## config.mk

```make
export PLATFORM = sky130hd
export DESIGN_NAME = scope_chain_top
export DESIGN_NICKNAME = d
export VERILOG_FILES = /design/src/sc_pkg.sv /design/src/cmd_if.sv /design/src/readout_if.sv /design/src/cmd_collector.sv /design/src/chain_ctrl.sv /design/src/readout_seq.sv /design/src/scope_chain_top.sv
export SDC_FILE = /design/constraint.sdc
export NUM_CORES = 1
export LEC_CHECK = 0
export BUFFER_PORTS_ARGS = -buffer_cell sky130_fd_sc_hd__buf_2
export CORE_ASPECT_RATIO = 1.75
export CORE_UTILIZATION = 55
export DETAILED_ROUTE_END_ITERATION = 16
export GPL_TIMING_DRIVEN = 0
export PLACE_DENSITY = 0.79
export SETUP_SLACK_MARGIN = 0.3
export SKIP_CTS_REPAIR_TIMING = 1
export SLEW_MARGIN = 20
export SYNTH_ARGS = -nofsm -noshare
export SYNTH_HDL_FRONTEND = slang
export SYNTH_HIERARCHICAL = 1
export SYNTH_SLANG_ARGS = --single-unit
```

## constraint.sdc

```tcl
create_clock -name clk -period 10.1 [get_ports clk]
set_input_delay 2.02 -clock clk [delete_from_list [all_inputs] [get_ports clk]]
set_output_delay 2.02 -clock clk [all_outputs]
set_load 0.01 [all_outputs]
```

## src/sc_pkg.sv

```systemverilog
// sc_pkg: opcodes, widths, limits and state types shared by the serial command core
package sc_pkg;

	localparam int RAM_AW = 12; // 4096 samples per channel

	typedef logic [7:0] byte_t; // bus or uart byte
	typedef logic [RAM_AW-1:0] ram_addr_t; // sample ram address
	typedef logic [RAM_AW+1:0] send_cnt_t; // {channel, sample index}
	typedef logic [7:0] board_id_t;
	typedef logic [4:0] log2_t; // shift amount for skip and pacing
	typedef logic [63:0] chip_id_t; // unique fpga id

	// opcodes, groups of ten share one base
	localparam byte_t OP_ID_LAST = 8'd9; // 0..9 assign board id
	localparam byte_t OP_SEL_BASE = 8'd10; // 10..19 select board for readout
	localparam byte_t OP_LAST_BASE = 8'd20; // 20..29 mark last board
	localparam byte_t OP_ACT_BASE = 8'd30; // 30..39 make board active
	localparam byte_t OP_PRIME = 8'd100; // arm the trigger
	localparam byte_t OP_ROLL_ON = 8'd101;
	localparam byte_t OP_ROLL_OFF = 8'd102;
	localparam byte_t OP_TRIGPT = 8'd121; // 2 arg bytes
	localparam byte_t OP_NSEND = 8'd122; // 2 arg bytes
	localparam byte_t OP_SKIP = 8'd123; // 1 arg byte
	localparam byte_t OP_PACE = 8'd125; // 1 arg byte
	localparam byte_t OP_REARM = 8'd139; // toggle automatic rearm
	localparam byte_t OP_CHIPID = 8'd142; // send 64-bit id

	localparam board_id_t ID_RESET = 8'd200; // not yet enumerated

	// trigger point window inside the ram
	localparam int TP_MIN = 4;
	localparam int TP_MAX = (1 << RAM_AW) - 16;

	// log2 of cycles between uart bytes
	localparam int PACE_MAX = 30;
	localparam int PACE_MIN = 1; // keeps at least 2 cycles of ram settling

	localparam int WAIT_TIMEOUT = 2000; // cycles to wait for a capture
	localparam int N_CHAN = 4;
	localparam int CHIP_ID_BYTES = 8;

	// argument bytes that follow an opcode
	function automatic logic [1:0] arg_count(byte_t op);
		case (op)
			OP_TRIGPT, OP_NSEND: arg_count = 2'd2;
			OP_SKIP, OP_PACE: arg_count = 2'd1;
			default: arg_count = 2'd0;
		endcase
	endfunction

	typedef enum logic {
		RD_RAM, // four channels from sample ram
		RD_CHIPID
	} rd_mode_e;

	typedef enum logic {
		COL_IDLE,
		COL_GATHER
	} collector_state_e;

	typedef enum logic [1:0] {
		CTRL_IDLE,
		CTRL_WAIT, // selected, waiting for capture
		CTRL_RUN // readout in progress
	} ctrl_state_e;

	typedef enum logic [1:0] {
		SEQ_IDLE,
		SEQ_SETTLE, // pacing gap, ram address stable
		SEQ_SEND
	} seq_state_e;

endpackage

```

## src/cmd_if.sv

```systemverilog
// cmd_if: parsed opcode and argument events from the byte collector to the controller
`timescale 1ns/1ps
interface cmd_if;
	import sc_pkg::*;

	logic op_valid; // one cycle, with opcode
	byte_t opcode;
	logic arg_valid; // one cycle per argument byte
	byte_t arg_byte;
	logic args_done; // last argument in
	logic [15:0] args; // first byte in the high half

	modport collector (
		output op_valid, opcode, arg_valid, arg_byte, args_done, args
	);

	modport ctrl (
		input op_valid, opcode, arg_valid, arg_byte, args_done, args
	);

endinterface

```

## src/readout_if.sv

```systemverilog
// readout_if: readout request and held settings from the controller to the sequencer
`timescale 1ns/1ps
interface readout_if;
	import sc_pkg::*;

	logic start; // one cycle, with mode
	rd_mode_e mode;
	ram_addr_t trig_point; // samples before the trigger
	ram_addr_t n_send; // samples per channel, 0 means whole ram
	log2_t skip_log2;
	log2_t pace_log2;
	logic busy; // level while streaming
	logic done; // one cycle at the end

	modport ctrl (
		output start, mode, trig_point, n_send, skip_log2, pace_log2,
		input busy, done
	);

	modport seq (
		input start, mode, trig_point, n_send, skip_log2, pace_log2,
		output busy, done
	);

endinterface

```

## src/cmd_collector.sv

```systemverilog
// cmd_collector: turns received uart bytes into opcode, argument and done events
`timescale 1ns/1ps
module cmd_collector (
	input logic clk,
	input logic rst_n,
	input logic rx_ready,
	input sc_pkg::byte_t rx_data,
	cmd_if.collector cmd
);
	import sc_pkg::*;

	collector_state_e state;
	logic [1:0] remaining; // argument bytes still expected
	logic take_op; // byte is an opcode
	logic take_arg; // byte is an argument

	assign take_op = (state == COL_IDLE) && rx_ready;
	assign take_arg = (state == COL_GATHER) && rx_ready && (remaining != 2'd0);

	always_ff @(posedge clk) begin
		if (!rst_n) begin
			state <= COL_IDLE;
			remaining <= 2'd0;
			cmd.op_valid <= 1'b0;
			cmd.arg_valid <= 1'b0;
			cmd.args_done <= 1'b0;
		end else begin
			cmd.op_valid <= 1'b0; // strobes last one cycle
			cmd.arg_valid <= 1'b0;
			cmd.args_done <= 1'b0;
			case (state)
				COL_IDLE: begin
					if (take_op) begin
						cmd.op_valid <= 1'b1;
						remaining <= arg_count(rx_data); // unknown ops count as 0
						state <= COL_GATHER;
					end
				end
				COL_GATHER: begin
					if (remaining == 2'd0) begin
						// bare opcode, done right after the op strobe
						cmd.args_done <= 1'b1;
						state <= COL_IDLE;
					end else if (take_arg) begin
						cmd.arg_valid <= 1'b1;
						remaining <= remaining - 2'd1;
						if (remaining == 2'd1) begin
							cmd.args_done <= 1'b1; // together with last arg
							state <= COL_IDLE;
						end
					end
				end
				default: state <= COL_IDLE;
			endcase
		end
	end

	// opcode and argument bytes
	always_ff @(posedge clk) begin
		if (take_op) begin
			cmd.opcode <= rx_data;
			cmd.args <= '0;
		end else if (take_arg) begin
			cmd.arg_byte <= rx_data;
			cmd.args <= {cmd.args[7:0], rx_data}; // shift in, first byte ends high
		end
	end

	// an opcode byte is never also an argument byte
	assert property (@(posedge clk) disable iff (!rst_n)
		!(cmd.op_valid && cmd.arg_valid))
		else $error("opcode and argument strobes overlap");

endmodule

```

## src/chain_ctrl.sv

```systemverilog
// chain_ctrl: board id, chain role, config registers, forwarding and readout launch
`timescale 1ns/1ps
module chain_ctrl (
	input logic clk,
	input logic rst_n,
	cmd_if.ctrl cmd,
	readout_if.ctrl rd,
	input logic ext_data_ready,
	output logic com_new,
	output sc_pkg::byte_t com_data,
	output logic serial_passthrough,
	output logic [1:0] master_clock,
	output logic im_the_last,
	output logic im_the_first,
	output logic rolling_trigger,
	output logic get_ext_data
);
	import sc_pkg::*;

	localparam int WAIT_W = $clog2(WAIT_TIMEOUT + 1);

	ctrl_state_e state;
	board_id_t my_id;
	byte_t pend_op; // opcode waiting for its arguments
	logic autorearm;
	logic [WAIT_W-1:0] wait_cnt;

	// opcode decode
	logic is_id, is_sel, is_last, is_act, known;
	byte_t grp_id; // board addressed by a grouped opcode
	logic for_me;
	// argument decode
	ram_addr_t ns_arg;
	ram_addr_t tp_clamped;
	log2_t pace_clamped;
	log2_t skip_clamped;
	logic tp_too_late; // trigger point past n_send-5

	always_comb begin
		is_id = cmd.opcode <= OP_ID_LAST;
		is_sel = (cmd.opcode >= OP_SEL_BASE) && (cmd.opcode < OP_LAST_BASE);
		is_last = (cmd.opcode >= OP_LAST_BASE) && (cmd.opcode < OP_ACT_BASE);
		is_act = (cmd.opcode >= OP_ACT_BASE) && (cmd.opcode < OP_ACT_BASE + 8'd10);
		if (is_sel)
			grp_id = cmd.opcode - OP_SEL_BASE;
		else if (is_last)
			grp_id = cmd.opcode - OP_LAST_BASE;
		else
			grp_id = cmd.opcode - OP_ACT_BASE;
		for_me = grp_id == my_id;
		known = is_sel || is_last || is_act || (arg_count(cmd.opcode) != 2'd0)
			|| cmd.opcode == OP_PRIME || cmd.opcode == OP_ROLL_ON
			|| cmd.opcode == OP_ROLL_OFF || cmd.opcode == OP_REARM
			|| cmd.opcode == OP_CHIPID;

		ns_arg = cmd.args[RAM_AW-1:0];
		tp_too_late = ({1'b0, rd.trig_point} + (RAM_AW+1)'(5)) > {1'b0, ns_arg};
		if (cmd.args > 16'(TP_MAX))
			tp_clamped = ram_addr_t'(TP_MAX);
		else if (cmd.args < 16'(TP_MIN))
			tp_clamped = ram_addr_t'(TP_MIN);
		else
			tp_clamped = cmd.args[RAM_AW-1:0];
		if (cmd.args[7:0] > 8'(PACE_MAX))
			pace_clamped = log2_t'(PACE_MAX);
		else if (cmd.args[7:0] < 8'(PACE_MIN))
			pace_clamped = log2_t'(PACE_MIN);
		else
			pace_clamped = cmd.args[4:0];
		// a step as large as the ram would never advance the sample index
		if (cmd.args[7:0] >= 8'(RAM_AW))
			skip_clamped = log2_t'(RAM_AW - 1);
		else
			skip_clamped = cmd.args[4:0];
	end

	assign im_the_first = my_id == 8'd0; // head of the chain

	always_ff @(posedge clk) begin
		if (!rst_n) begin
			state <= CTRL_IDLE;
			my_id <= ID_RESET;
			pend_op <= '0;
			autorearm <= 1'b0;
			wait_cnt <= '0;
			com_new <= 1'b0;
			com_data <= '0;
			serial_passthrough <= 1'b0;
			master_clock <= 2'b00; // own clock master
			im_the_last <= 1'b0;
			rolling_trigger <= 1'b1;
			get_ext_data <= 1'b0;
			rd.start <= 1'b0;
			rd.mode <= RD_RAM;
			rd.trig_point <= ram_addr_t'(1 << (RAM_AW - 2)); // quarter of the ram
			rd.n_send <= '0;
			rd.skip_log2 <= '0;
			rd.pace_log2 <= log2_t'(5);
		end else begin
			com_new <= 1'b0;
			get_ext_data <= 1'b0;
			rd.start <= 1'b0;

			if (cmd.arg_valid) begin // args always go down the chain
				com_new <= 1'b1;
				com_data <= cmd.arg_byte;
			end

			if (cmd.args_done) begin
				case (pend_op)
					OP_TRIGPT: rd.trig_point <= tp_clamped;
					OP_NSEND: begin
						rd.n_send <= ns_arg;
						if (tp_too_late)
							rd.trig_point <= ns_arg >> 1; // keep trigger inside window
					end
					OP_SKIP: rd.skip_log2 <= skip_clamped;
					OP_PACE: rd.pace_log2 <= pace_clamped;
					default: ;
				endcase
			end

			if (cmd.op_valid)
				pend_op <= '0; // dropped unless accepted below

			case (state)
				CTRL_IDLE: begin
					if (cmd.op_valid && !rd.busy) begin
						pend_op <= cmd.opcode;
						if (is_id) begin
							my_id <= cmd.opcode;
							master_clock <= (cmd.opcode == 8'd0) ? 2'b00 : 2'b01;
							com_data <= cmd.opcode + 8'd1; // next board gets id+1
							com_new <= 1'b1;
						end else if (is_sel && for_me) begin
							serial_passthrough <= 1'b0;
							wait_cnt <= '0;
							state <= CTRL_WAIT;
						end else if (cmd.opcode == OP_CHIPID && !serial_passthrough) begin
							rd.mode <= RD_CHIPID;
							rd.start <= 1'b1;
							state <= CTRL_RUN;
						end else if (known) begin
							com_data <= cmd.opcode;
							com_new <= 1'b1;
							if (is_sel)
								serial_passthrough <= 1'b1; // another board talks
							if (is_last)
								im_the_last <= for_me;
							if (is_act)
								serial_passthrough <= !for_me;
							if (cmd.opcode == OP_PRIME)
								get_ext_data <= 1'b1;
							if (cmd.opcode == OP_ROLL_ON)
								rolling_trigger <= 1'b1;
							if (cmd.opcode == OP_ROLL_OFF)
								rolling_trigger <= 1'b0;
							if (cmd.opcode == OP_REARM)
								autorearm <= !autorearm;
						end
					end
				end
				CTRL_WAIT: begin
					wait_cnt <= wait_cnt + 1'b1;
					if (ext_data_ready) begin
						rd.mode <= RD_RAM;
						rd.start <= 1'b1;
						state <= CTRL_RUN;
					end else if (wait_cnt == WAIT_W'(WAIT_TIMEOUT)) begin
						state <= CTRL_IDLE; // no capture, give up
					end
				end
				CTRL_RUN: begin
					if (rd.done) begin
						state <= CTRL_IDLE;
						if (autorearm && rd.mode == RD_RAM)
							get_ext_data <= 1'b1; // arm for the next capture
					end
				end
				default: state <= CTRL_IDLE;
			endcase
		end
	end

	// a readout is only requested while the sequencer is free
	assert property (@(posedge clk) disable iff (!rst_n) rd.start |-> !rd.busy)
		else $error("readout start while sequencer busy");

endmodule

```

## src/readout_seq.sv

```systemverilog
// readout_seq: paces uart bytes out of the sample ram or the chip id
`timescale 1ns/1ps
module readout_seq (
	input logic clk,
	input logic rst_n,
	readout_if.seq rd,
	input logic tx_busy,
	output logic tx_start,
	output sc_pkg::byte_t tx_data,
	output logic rden,
	output sc_pkg::ram_addr_t rdaddress,
	input sc_pkg::ram_addr_t wraddress_triggerpoint,
	input sc_pkg::byte_t ram_out0,
	input sc_pkg::byte_t ram_out1,
	input sc_pkg::byte_t ram_out2,
	input sc_pkg::byte_t ram_out3,
	input sc_pkg::chip_id_t chip_id
);
	import sc_pkg::*;

	seq_state_e state;
	send_cnt_t cnt; // {channel, sample index}
	ram_addr_t start_addr; // first sample of each channel
	logic [2:0] id_idx; // chip id byte, lsb first
	logic [PACE_MAX:0] pace_cnt; // settle counter, bit pace_log2 ends the gap

	byte_t ram_byte; // current channel's ram output
	send_cnt_t step;
	send_cnt_t cnt_nxt;
	logic chan_wrap; // index done, go to next channel
	logic last_byte;
	logic send_now;

	always_comb begin
		case (cnt[RAM_AW+1:RAM_AW])
			2'd0: ram_byte = ram_out0;
			2'd1: ram_byte = ram_out1;
			2'd2: ram_byte = ram_out2;
			default: ram_byte = ram_out3;
		endcase
		step = send_cnt_t'(1) << rd.skip_log2;
		cnt_nxt = cnt + step;
		// carry into the channel bits also ends the channel
		chan_wrap = (cnt_nxt[RAM_AW+1:RAM_AW] != cnt[RAM_AW+1:RAM_AW])
			|| (rd.n_send != '0 && cnt_nxt[RAM_AW-1:0] >= rd.n_send);
		if (rd.mode == RD_CHIPID)
			last_byte = id_idx == 3'(CHIP_ID_BYTES - 1);
		else
			last_byte = chan_wrap && (cnt[RAM_AW+1:RAM_AW] == 2'(N_CHAN - 1));
	end

	assign send_now = (state == SEQ_SEND) && !tx_busy; // uart free, byte goes out

	always_ff @(posedge clk) begin
		if (!rst_n) begin
			state <= SEQ_IDLE;
			cnt <= '0;
			id_idx <= '0;
			pace_cnt <= '0;
			tx_start <= 1'b0;
			rden <= 1'b0;
			rd.busy <= 1'b0;
			rd.done <= 1'b0;
		end else begin
			tx_start <= 1'b0;
			rd.done <= 1'b0;
			case (state)
				SEQ_IDLE: begin
					if (rd.start) begin
						rd.busy <= 1'b1;
						cnt <= '0;
						id_idx <= '0;
						pace_cnt <= '0;
						rden <= rd.mode == RD_RAM;
						state <= SEQ_SETTLE;
					end
				end
				SEQ_SETTLE: begin
					pace_cnt <= pace_cnt + 1'b1;
					if (pace_cnt[rd.pace_log2])
						state <= SEQ_SEND; // address held 2^pace cycles
				end
				SEQ_SEND: begin
					if (send_now) begin
						tx_start <= 1'b1;
						pace_cnt <= '0;
						if (rd.mode == RD_CHIPID)
							id_idx <= id_idx + 3'd1;
						else if (chan_wrap)
							cnt <= {cnt[RAM_AW+1:RAM_AW] + 2'd1, ram_addr_t'(0)};
						else
							cnt <= cnt_nxt;
						if (last_byte) begin
							rd.busy <= 1'b0;
							rd.done <= 1'b1;
							rden <= 1'b0;
							state <= SEQ_IDLE;
						end else begin
							state <= SEQ_SETTLE;
						end
					end
				end
				default: state <= SEQ_IDLE;
			endcase
		end
	end

	// byte and address path
	always_ff @(posedge clk) begin
		if (state == SEQ_IDLE && rd.start) begin
			start_addr <= wraddress_triggerpoint - rd.trig_point; // back from trigger
			rdaddress <= wraddress_triggerpoint - rd.trig_point;
		end else if (send_now) begin
			if (rd.mode == RD_CHIPID)
				tx_data <= chip_id[8*id_idx +: 8];
			else
				tx_data <= ram_byte; // sampled after the settle gap
			if (rd.mode == RD_RAM)
				rdaddress <= chan_wrap ? start_addr : rdaddress + step[RAM_AW-1:0];
		end
	end

	// back-pressure from the uart is respected
	assert property (@(posedge clk) disable iff (!rst_n) tx_start |-> !tx_busy)
		else $error("tx_start while uart busy");

endmodule

```

## src/scope_chain_top.sv

```systemverilog
// scope_chain_top: serial command core of one daisy-chained scope board
`timescale 1ns/1ps
module scope_chain_top (
	input logic clk,
	input logic rst_n,
	// uart receive
	input logic rx_ready,
	input sc_pkg::byte_t rx_data,
	// uart transmit
	input logic tx_busy,
	output logic tx_start,
	output sc_pkg::byte_t tx_data,
	// chain
	output logic com_new,
	output sc_pkg::byte_t com_data,
	output logic serial_passthrough,
	output logic [1:0] master_clock,
	output logic im_the_last,
	output logic im_the_first,
	output logic rolling_trigger,
	output logic get_ext_data,
	// capture and sample ram
	input logic ext_data_ready,
	input sc_pkg::ram_addr_t wraddress_triggerpoint,
	output logic rden,
	output sc_pkg::ram_addr_t rdaddress,
	input sc_pkg::byte_t ram_out0,
	input sc_pkg::byte_t ram_out1,
	input sc_pkg::byte_t ram_out2,
	input sc_pkg::byte_t ram_out3,
	input sc_pkg::chip_id_t chip_id
);

	cmd_if cmd_bus ();
	readout_if rd_bus ();

	cmd_collector u_collector (
		.clk (clk),
		.rst_n (rst_n),
		.rx_ready (rx_ready),
		.rx_data (rx_data),
		.cmd (cmd_bus.collector)
	);

	chain_ctrl u_ctrl (
		.clk (clk),
		.rst_n (rst_n),
		.cmd (cmd_bus.ctrl),
		.rd (rd_bus.ctrl),
		.ext_data_ready (ext_data_ready),
		.com_new (com_new),
		.com_data (com_data),
		.serial_passthrough (serial_passthrough),
		.master_clock (master_clock),
		.im_the_last (im_the_last),
		.im_the_first (im_the_first),
		.rolling_trigger (rolling_trigger),
		.get_ext_data (get_ext_data)
	);

	readout_seq u_seq (
		.clk (clk),
		.rst_n (rst_n),
		.rd (rd_bus.seq),
		.tx_busy (tx_busy),
		.tx_start (tx_start),
		.tx_data (tx_data),
		.rden (rden),
		.rdaddress (rdaddress),
		.wraddress_triggerpoint (wraddress_triggerpoint),
		.ram_out0 (ram_out0),
		.ram_out1 (ram_out1),
		.ram_out2 (ram_out2),
		.ram_out3 (ram_out3),
		.chip_id (chip_id)
	);

endmodule

```

### Word level (Yosys, flattened, before mapping)

Index checks and enable logic that the tools add are counted.

| storage, ports and cells | value |
|---|---|
| register bits | 205 |
| bits in latches | 0 |
| output and inout port bits | 38 |
| input bits | 121 |
| memories kept | 0 |
| logic and storage cells | 316 |
| memory bits (read-only) | 0 |
| memory bits (writable) | 0 |

| operators by class | value |
|---|---|
| bitwise logic cells | 8 |
| order comparisons | 15 |
| multiply operators | 0 |
| muxes and demuxes | 116 |
| add/sub/neg operators | 13 |
| div/mod/pow operators | 0 |
| eq/ne operators | 50 |
| shifts and indexed selects | 2 |
| reduce and logical (&&, ||, !) cells | 75 |

Operators with widths:

| cell | number |
|---|---|
| $eq A8 B7 Y1 const B | 15 |
| $mux W8 | 13 |
| $pmux W31 S3 | 1 |
| $mux W12 | 7 |
| $shiftx A64 B7 Y8 | 1 |
| $mux W31 | 2 |
| $mux W14 | 4 |
| $mux W1 | 50 |
| $mux W11 | 3 |
| $add A31 B1 Y31 const B | 1 |
| $pmux W14 S2 | 1 |
| $mux W2 | 13 |
| $pmux W12 S2 | 1 |
| $pmux W8 S3 | 1 |
| $ne A2 B1 Y1 const B | 11 |
| $pmux W11 S2 | 1 |
| $reduce_and A7 Y1 | 3 |
| $reduce_and A3 Y1 | 6 |
| $eq A8 B8 Y1 const B | 2 |
| $ge A8 B4 Y1 const B | 2 |
| $ge A8 B5 Y1 const B | 2 |
| $gt A16 B12 Y1 const B | 1 |
| $logic_not A8 Y1 | 2 |
| $lt A16 B3 Y1 const B | 1 |
| other kinds (50) | 135 |

### Logic depth before layout (Yosys ltp)

| depth | value |
|---|---|
| depth in word-level cells | 16 |
| depth in mapped cells | 20 |
| mapped depth without buffers | 19 |

### Modules after synthesis

Netlist, hierarchy kept.

Modules (own cells, without submodules):

| module | cells an instance | times used | area an instance (um^2) | seq. area each (um^2) |
|---|---|---|---|---|
| readout_seq | 677 | 1 | 6505.0 | 2042.0 |
| chain_ctrl | 622 | 1 | 4994.8 | 1601.5 |
| cmd_collector | 87 | 1 | 1273.7 | 920.9 |

### Worst setup path after synthesis

Ideal clock, no wire load.

| timing path | value |
|---|---|
| kind | reg-to-reg |
| from | register u_ctrl.rd.skip_log2[4] |
| to | register u_seq.rdaddress[10] (data pin) |
| required time | 9840 ps |
| library setup time | 260 ps |
| cell stages (with the launch flop) | 18 |
| slack | 5541 ps |
| buffers on the path | 0 |
| data arrival time | 4299 ps |
| clock period less this slack | 4559 ps |
| path through | dfxtp_1 or3_1 nor2_1 ha_1 nor2b_1 o31a_1 or4_4 a21oi_1 xnor2_1 ha_1 a211o_1 a21oi_1 o21ai_0 o221a_2 o31ai_2 nand3_4 mux2_1 mux2_2 |

| between the ends | value |
|---|---|
| longest elaborated chain between the ends | 9 |
| elaborated cells on any way between the ends | 11 |
| classes of those cells | add/sub: 2; order compare: 1; eq/ne: 1; shift: 1; mux: 4; reduce/logical: 2 |

Ends and longest elaborated chain:

| what | line | RTL |
|---|---|---|
| start, declared | readout_if.sv:16 | `output start, mode, trig_point, n_send, skip_log2, pace_log2,` |
| start signal, assigned | chain_ctrl.sv:117 | `OP_SKIP: rd.skip_log2 <= skip_clamped;` |
| $shl A1 B5 Y14 (*) | readout_seq.sv:41 | `step = send_cnt_t'(1) << rd.skip_log2;` |
| $add A14 B14 Y14 | readout_seq.sv:42 | `cnt_nxt = cnt + step;` |
| $ge A12 B12 Y1 | readout_seq.sv:45 | `\|\| (rd.n_send != '0 && cnt_nxt[RAM_AW-1:0] >= rd.n_send);` |
| $logic_and A1 B1 Y1 | readout_seq.sv:45 |  |
| $logic_or A1 B1 Y1 | readout_seq.sv:45 |  |
| $mux W12 (*) | readout_seq.sv:119 | `rdaddress <= chan_wrap ? start_addr : rdaddress + step[RAM_AW-1:0];` |
| $mux W12 (*) | readout_seq.sv:118 | `if (rd.mode == RD_RAM)` |
| $mux W12 (*) | readout_seq.sv:113 | `end else if (send_now) begin` |
| $mux W12 (*) | readout_seq.sv:110 | `if (state == SEQ_IDLE && rd.start) begin` |
| end signal, assigned | readout_seq.sv:112 | `rdaddress <= wraddress_triggerpoint - rd.trig_point;` |
| end signal, assigned | readout_seq.sv:119 |  |
| end, declared | readout_seq.sv:11 | `output sc_pkg::ram_addr_t rdaddress,` |

Every way passes the cells marked *; elsewhere a longest branch is shown, timed or not. The select of a mux whose other input is x is not followed.
A chain may end at the register's enable or synchronous reset.

### Worst setup path in the final report

Same ends and word-level chain as after synthesis.

==> results.cfg <==
[outcome]
status = completed

[logic_synthesis]
yosys-top-cells-count = dfxtp_1, nor2_1, nand2_1, a21oi_1, ha_1
synth_area_leaders = dfxtp_1, edfxtp_1, ha_1
yosysTopAreaCell = dfxtp_1
ys.flop_type = dfxtp_1
yosysSeqAreaShare = 0.3573
yosysTopAreaCellShare = 0.2445
synth_cell_type_count = 106
syn-cell-area_sq_um = 12770
netlist_instances = 1386
synthArstFlopShare = 0
synth_edf_count = 48
syn_nets = 1594
yosysMostFrequentCell = dfxtp_1
ys_seq_elements = 204
yosysWarningCount = 6
avgSynthCellArea_sq_um = 9.216

[global_routing]
grt_usage = 0.2934
grt_pass1_wl_microns = 54860
gr-total-overflow = 0
grt_pass1_vias = 11296
grt_max_degree = 22
grt_antenna_before_repair = 0

[flow_run]
drv_cap = 0

[finish]
area_delta_synth_final_pct = 14.35
fin_nets = 1774
fin_cells = 1880
fin_util = 0.6422
drive_gt1_frac = 0.1741
diodes = 0

[floorplan]
fp.dieW_microns = 117.2
io_pins = 159
die_area_sq_um = 23860
fp-row-count = 73
coreArea_sq_um = 22740
initial_core_util = 0.5616
die_y_microns = 203.6

[setup_path]
critPathKind = reg -> reg
crit_path_start_kind = flop
cp.arrival_ns = 5.61
cp.required_ns = 10.37
crit_slowest_cell = or4_1
critPathCaptureType = flop
max_stage_delay_ns = 0.52
worstPathMaxFanout = 9
cp_cell_sequence = or3_1 > nor2_1 > ha_1 > or4_1 > a31o_2 > a21oi_1 > xnor2_1 > ha_1 > a211o_1 > a21oi_1 > o21ai_0 > o221a_2 > o31ai_2 > nand3_4 > mux2_1 > mux2_2

[power_and_ir_drop]
irDropWorstVdd_mv = 0.1556
power_density_nw_per_um2 = 121.3
power_leakage_nw = 5.718

[min_path]
min_path_type = reg -> reg

[sta]
max-slew-margin-rel = 0.3329
fin_skew_ns = 0.01615
finalHoldViolCount = 0
drv_slew = 0
period_needed_ns = 5.339
worst_slew_pin_slew_ns = 0.9984
rsz0062_at_grt = false
period_share = 0.5287
holdWs_ns = 0.4702
clock.fmax_mhz = 187.3
layout_setup_ws_ns = 4.761
setup_viol = 0
fin_setup_tns_ns = 0

[placement]
numPortBuffers = 157
post-place-ws_ns = 4.814
dpl.cell_count = 1844
gp_congestion = 0.9758
dpl.hpwl_microns = 26490

[cts]
cts-root-buf = clkbuf_16
cts_max_level = 1
clk_pin_slew_ns = 0.07
cts_tree = done
worst_skew_pair.late_latency_ns = 0.51
cts_buffer_depth = 3
clkSinkCount = 204
numCtsBuffers = 20

[routing]
viasPerCell = 6.032
drt_iter0_drc = 781
routed_wirelength_microns = 34630
drc = 0
dr.pass1.iters = 6
ant_nets = 0
wire_per_inst_microns = 18.42
num_vias = 11341
[worst paths after layout]
check	from	end	slack, ns	depth (start not counted)
worst max-delay path	u_ctrl/rd.skip_log2[4]$_SDFFE_PN0P_	u_seq/rdaddress[10]$_DFFE_PP_	4.76	16
worst min-delay path	u_ctrl/wait_cnt[10]$_SDFFE_PN0P_	u_ctrl/wait_cnt[10]$_SDFFE_PN0P_	0.47	2
worst max register to register	u_ctrl/rd.skip_log2[4]$_SDFFE_PN0P_	u_seq/rdaddress[10]$_DFFE_PP_	4.76	16
worst min register to register	u_ctrl/wait_cnt[10]$_SDFFE_PN0P_	u_ctrl/wait_cnt[10]$_SDFFE_PN0P_	0.47	2
[layer usage]
metal / vias to the layer above / part of all wire / GRT usage / routed length, microns
met1: 5341 / 0.37 / 0.3153 / 12810
met2: 408 / 0.52 / 0.5292 / 17930
met5: - / 0 / 0 / 0
met4: 0 / 0.062 / 0.1894 / 2161
li1: 5458 / - / - / -
met3: 134 / 0.050 / 0.03299 / 1729
[metrics by stage]
step,power [W],instance area (sq um)
after CTS,0.001779,14610
final,0.001771,14610
after global routing,0.001826,14610
after global placement,0.001034,13930
after floorplan,0.0009722,12770
after detailed placement,0.001037,13950
[cell type report]
class	count	area, sq um
fill	1879	8137
multi-input combinational	1045	7625
sequential	204	4564
timing repair buffer	158	797.0
clock buffer	26	595.6
tap	300	375.4
buffer	59	294.0
inverter	78	294.0
clock inverter	10	61.31
[worst max-delay path, delay by kind of cell, from the launching register on]
family | cells | cell delay [ns]
muxes | 2 | 0.63
AOI/OAI and AO/OA | 7 | 1.68
adders and majority gates | 2 | 0.66
and+or+nand+nor | 4 | 1.57
DFF | 1 | 0.34
xor gates and xnor gates | 1 | 0.20
[layout by cell type, fill, tap and decap left out, types with 6 or more instances in the layout]
master / count
buf_2: 166
dfxtp_1: 156
nor2_1: 128
nand2_1: 120
a21oi_1: 95
ha_1: 84
inv_1: 77
o21ai_0: 53
mux2i_1: 51
edfxtp_1: 48
xnor2_1: 44
clkbuf_1: 40
xor2_1: 35
nand3_1: 30
a22o_1: 28
nor3_1: 28
mux4_2: 25
clkbuf_16: 22
nor2b_1: 21
or3_1: 20
o21a_1: 20
a31oi_1: 19
nand2b_1: 16
nand4_1: 15
and3_1: 13
nor4_1: 11
and2_1: 10
a211oi_1: 10
a21o_1: 8
o221ai_1: 8
a222oi_1: 8
or4_1: 7
buf_6: 6
o31a_1: 6
[registers in the layout, indices dropped and copies added, names as in the netlist, 2 cells and up]
signal and cells:
u_ctrl/rd.trig_point 12, u_collector/cmd.opcode 8, u_collector/remaining 2, u_ctrl/rd.pace_log2 5
u_seq/start_addr 12, u_seq/cnt 14, u_seq/rdaddress 12, u_ctrl/state 2
u_collector/cmd.arg_byte 8, u_ctrl/my_id 8, u_seq/tx_data 8, u_seq/pace_cnt 31
u_seq/id_idx 3, u_ctrl/com_data 8, u_collector/cmd.args 16, u_ctrl/rd.n_send 12
u_ctrl/rd.skip_log2 5, u_ctrl/wait_cnt 11, u_seq/state 2, u_ctrl/pend_op 8
[report_power, final]
part	internal (W)	switching [W]	leakage, nW
clock	0.000419	0.000330	0.322
combinational	0.0000690	0.0000966	3.70
sequential	0.000844	0.0000127	1.70
total	0.00133	0.000439	5.72
[cell families after synthesis]
logic type / synth area share
and+or+nand+nor: 0.1833
AOI/OAI and AO/OA: 0.1805
DFF: 0.3573
buffers and inverters: 0.04604
other: 0.0002936
adders and majority gates: 0.08698
xor gates and xnor gates: 0.05593
muxes: 0.08963
Note: power is estimated with default switching activity, not from simulation.
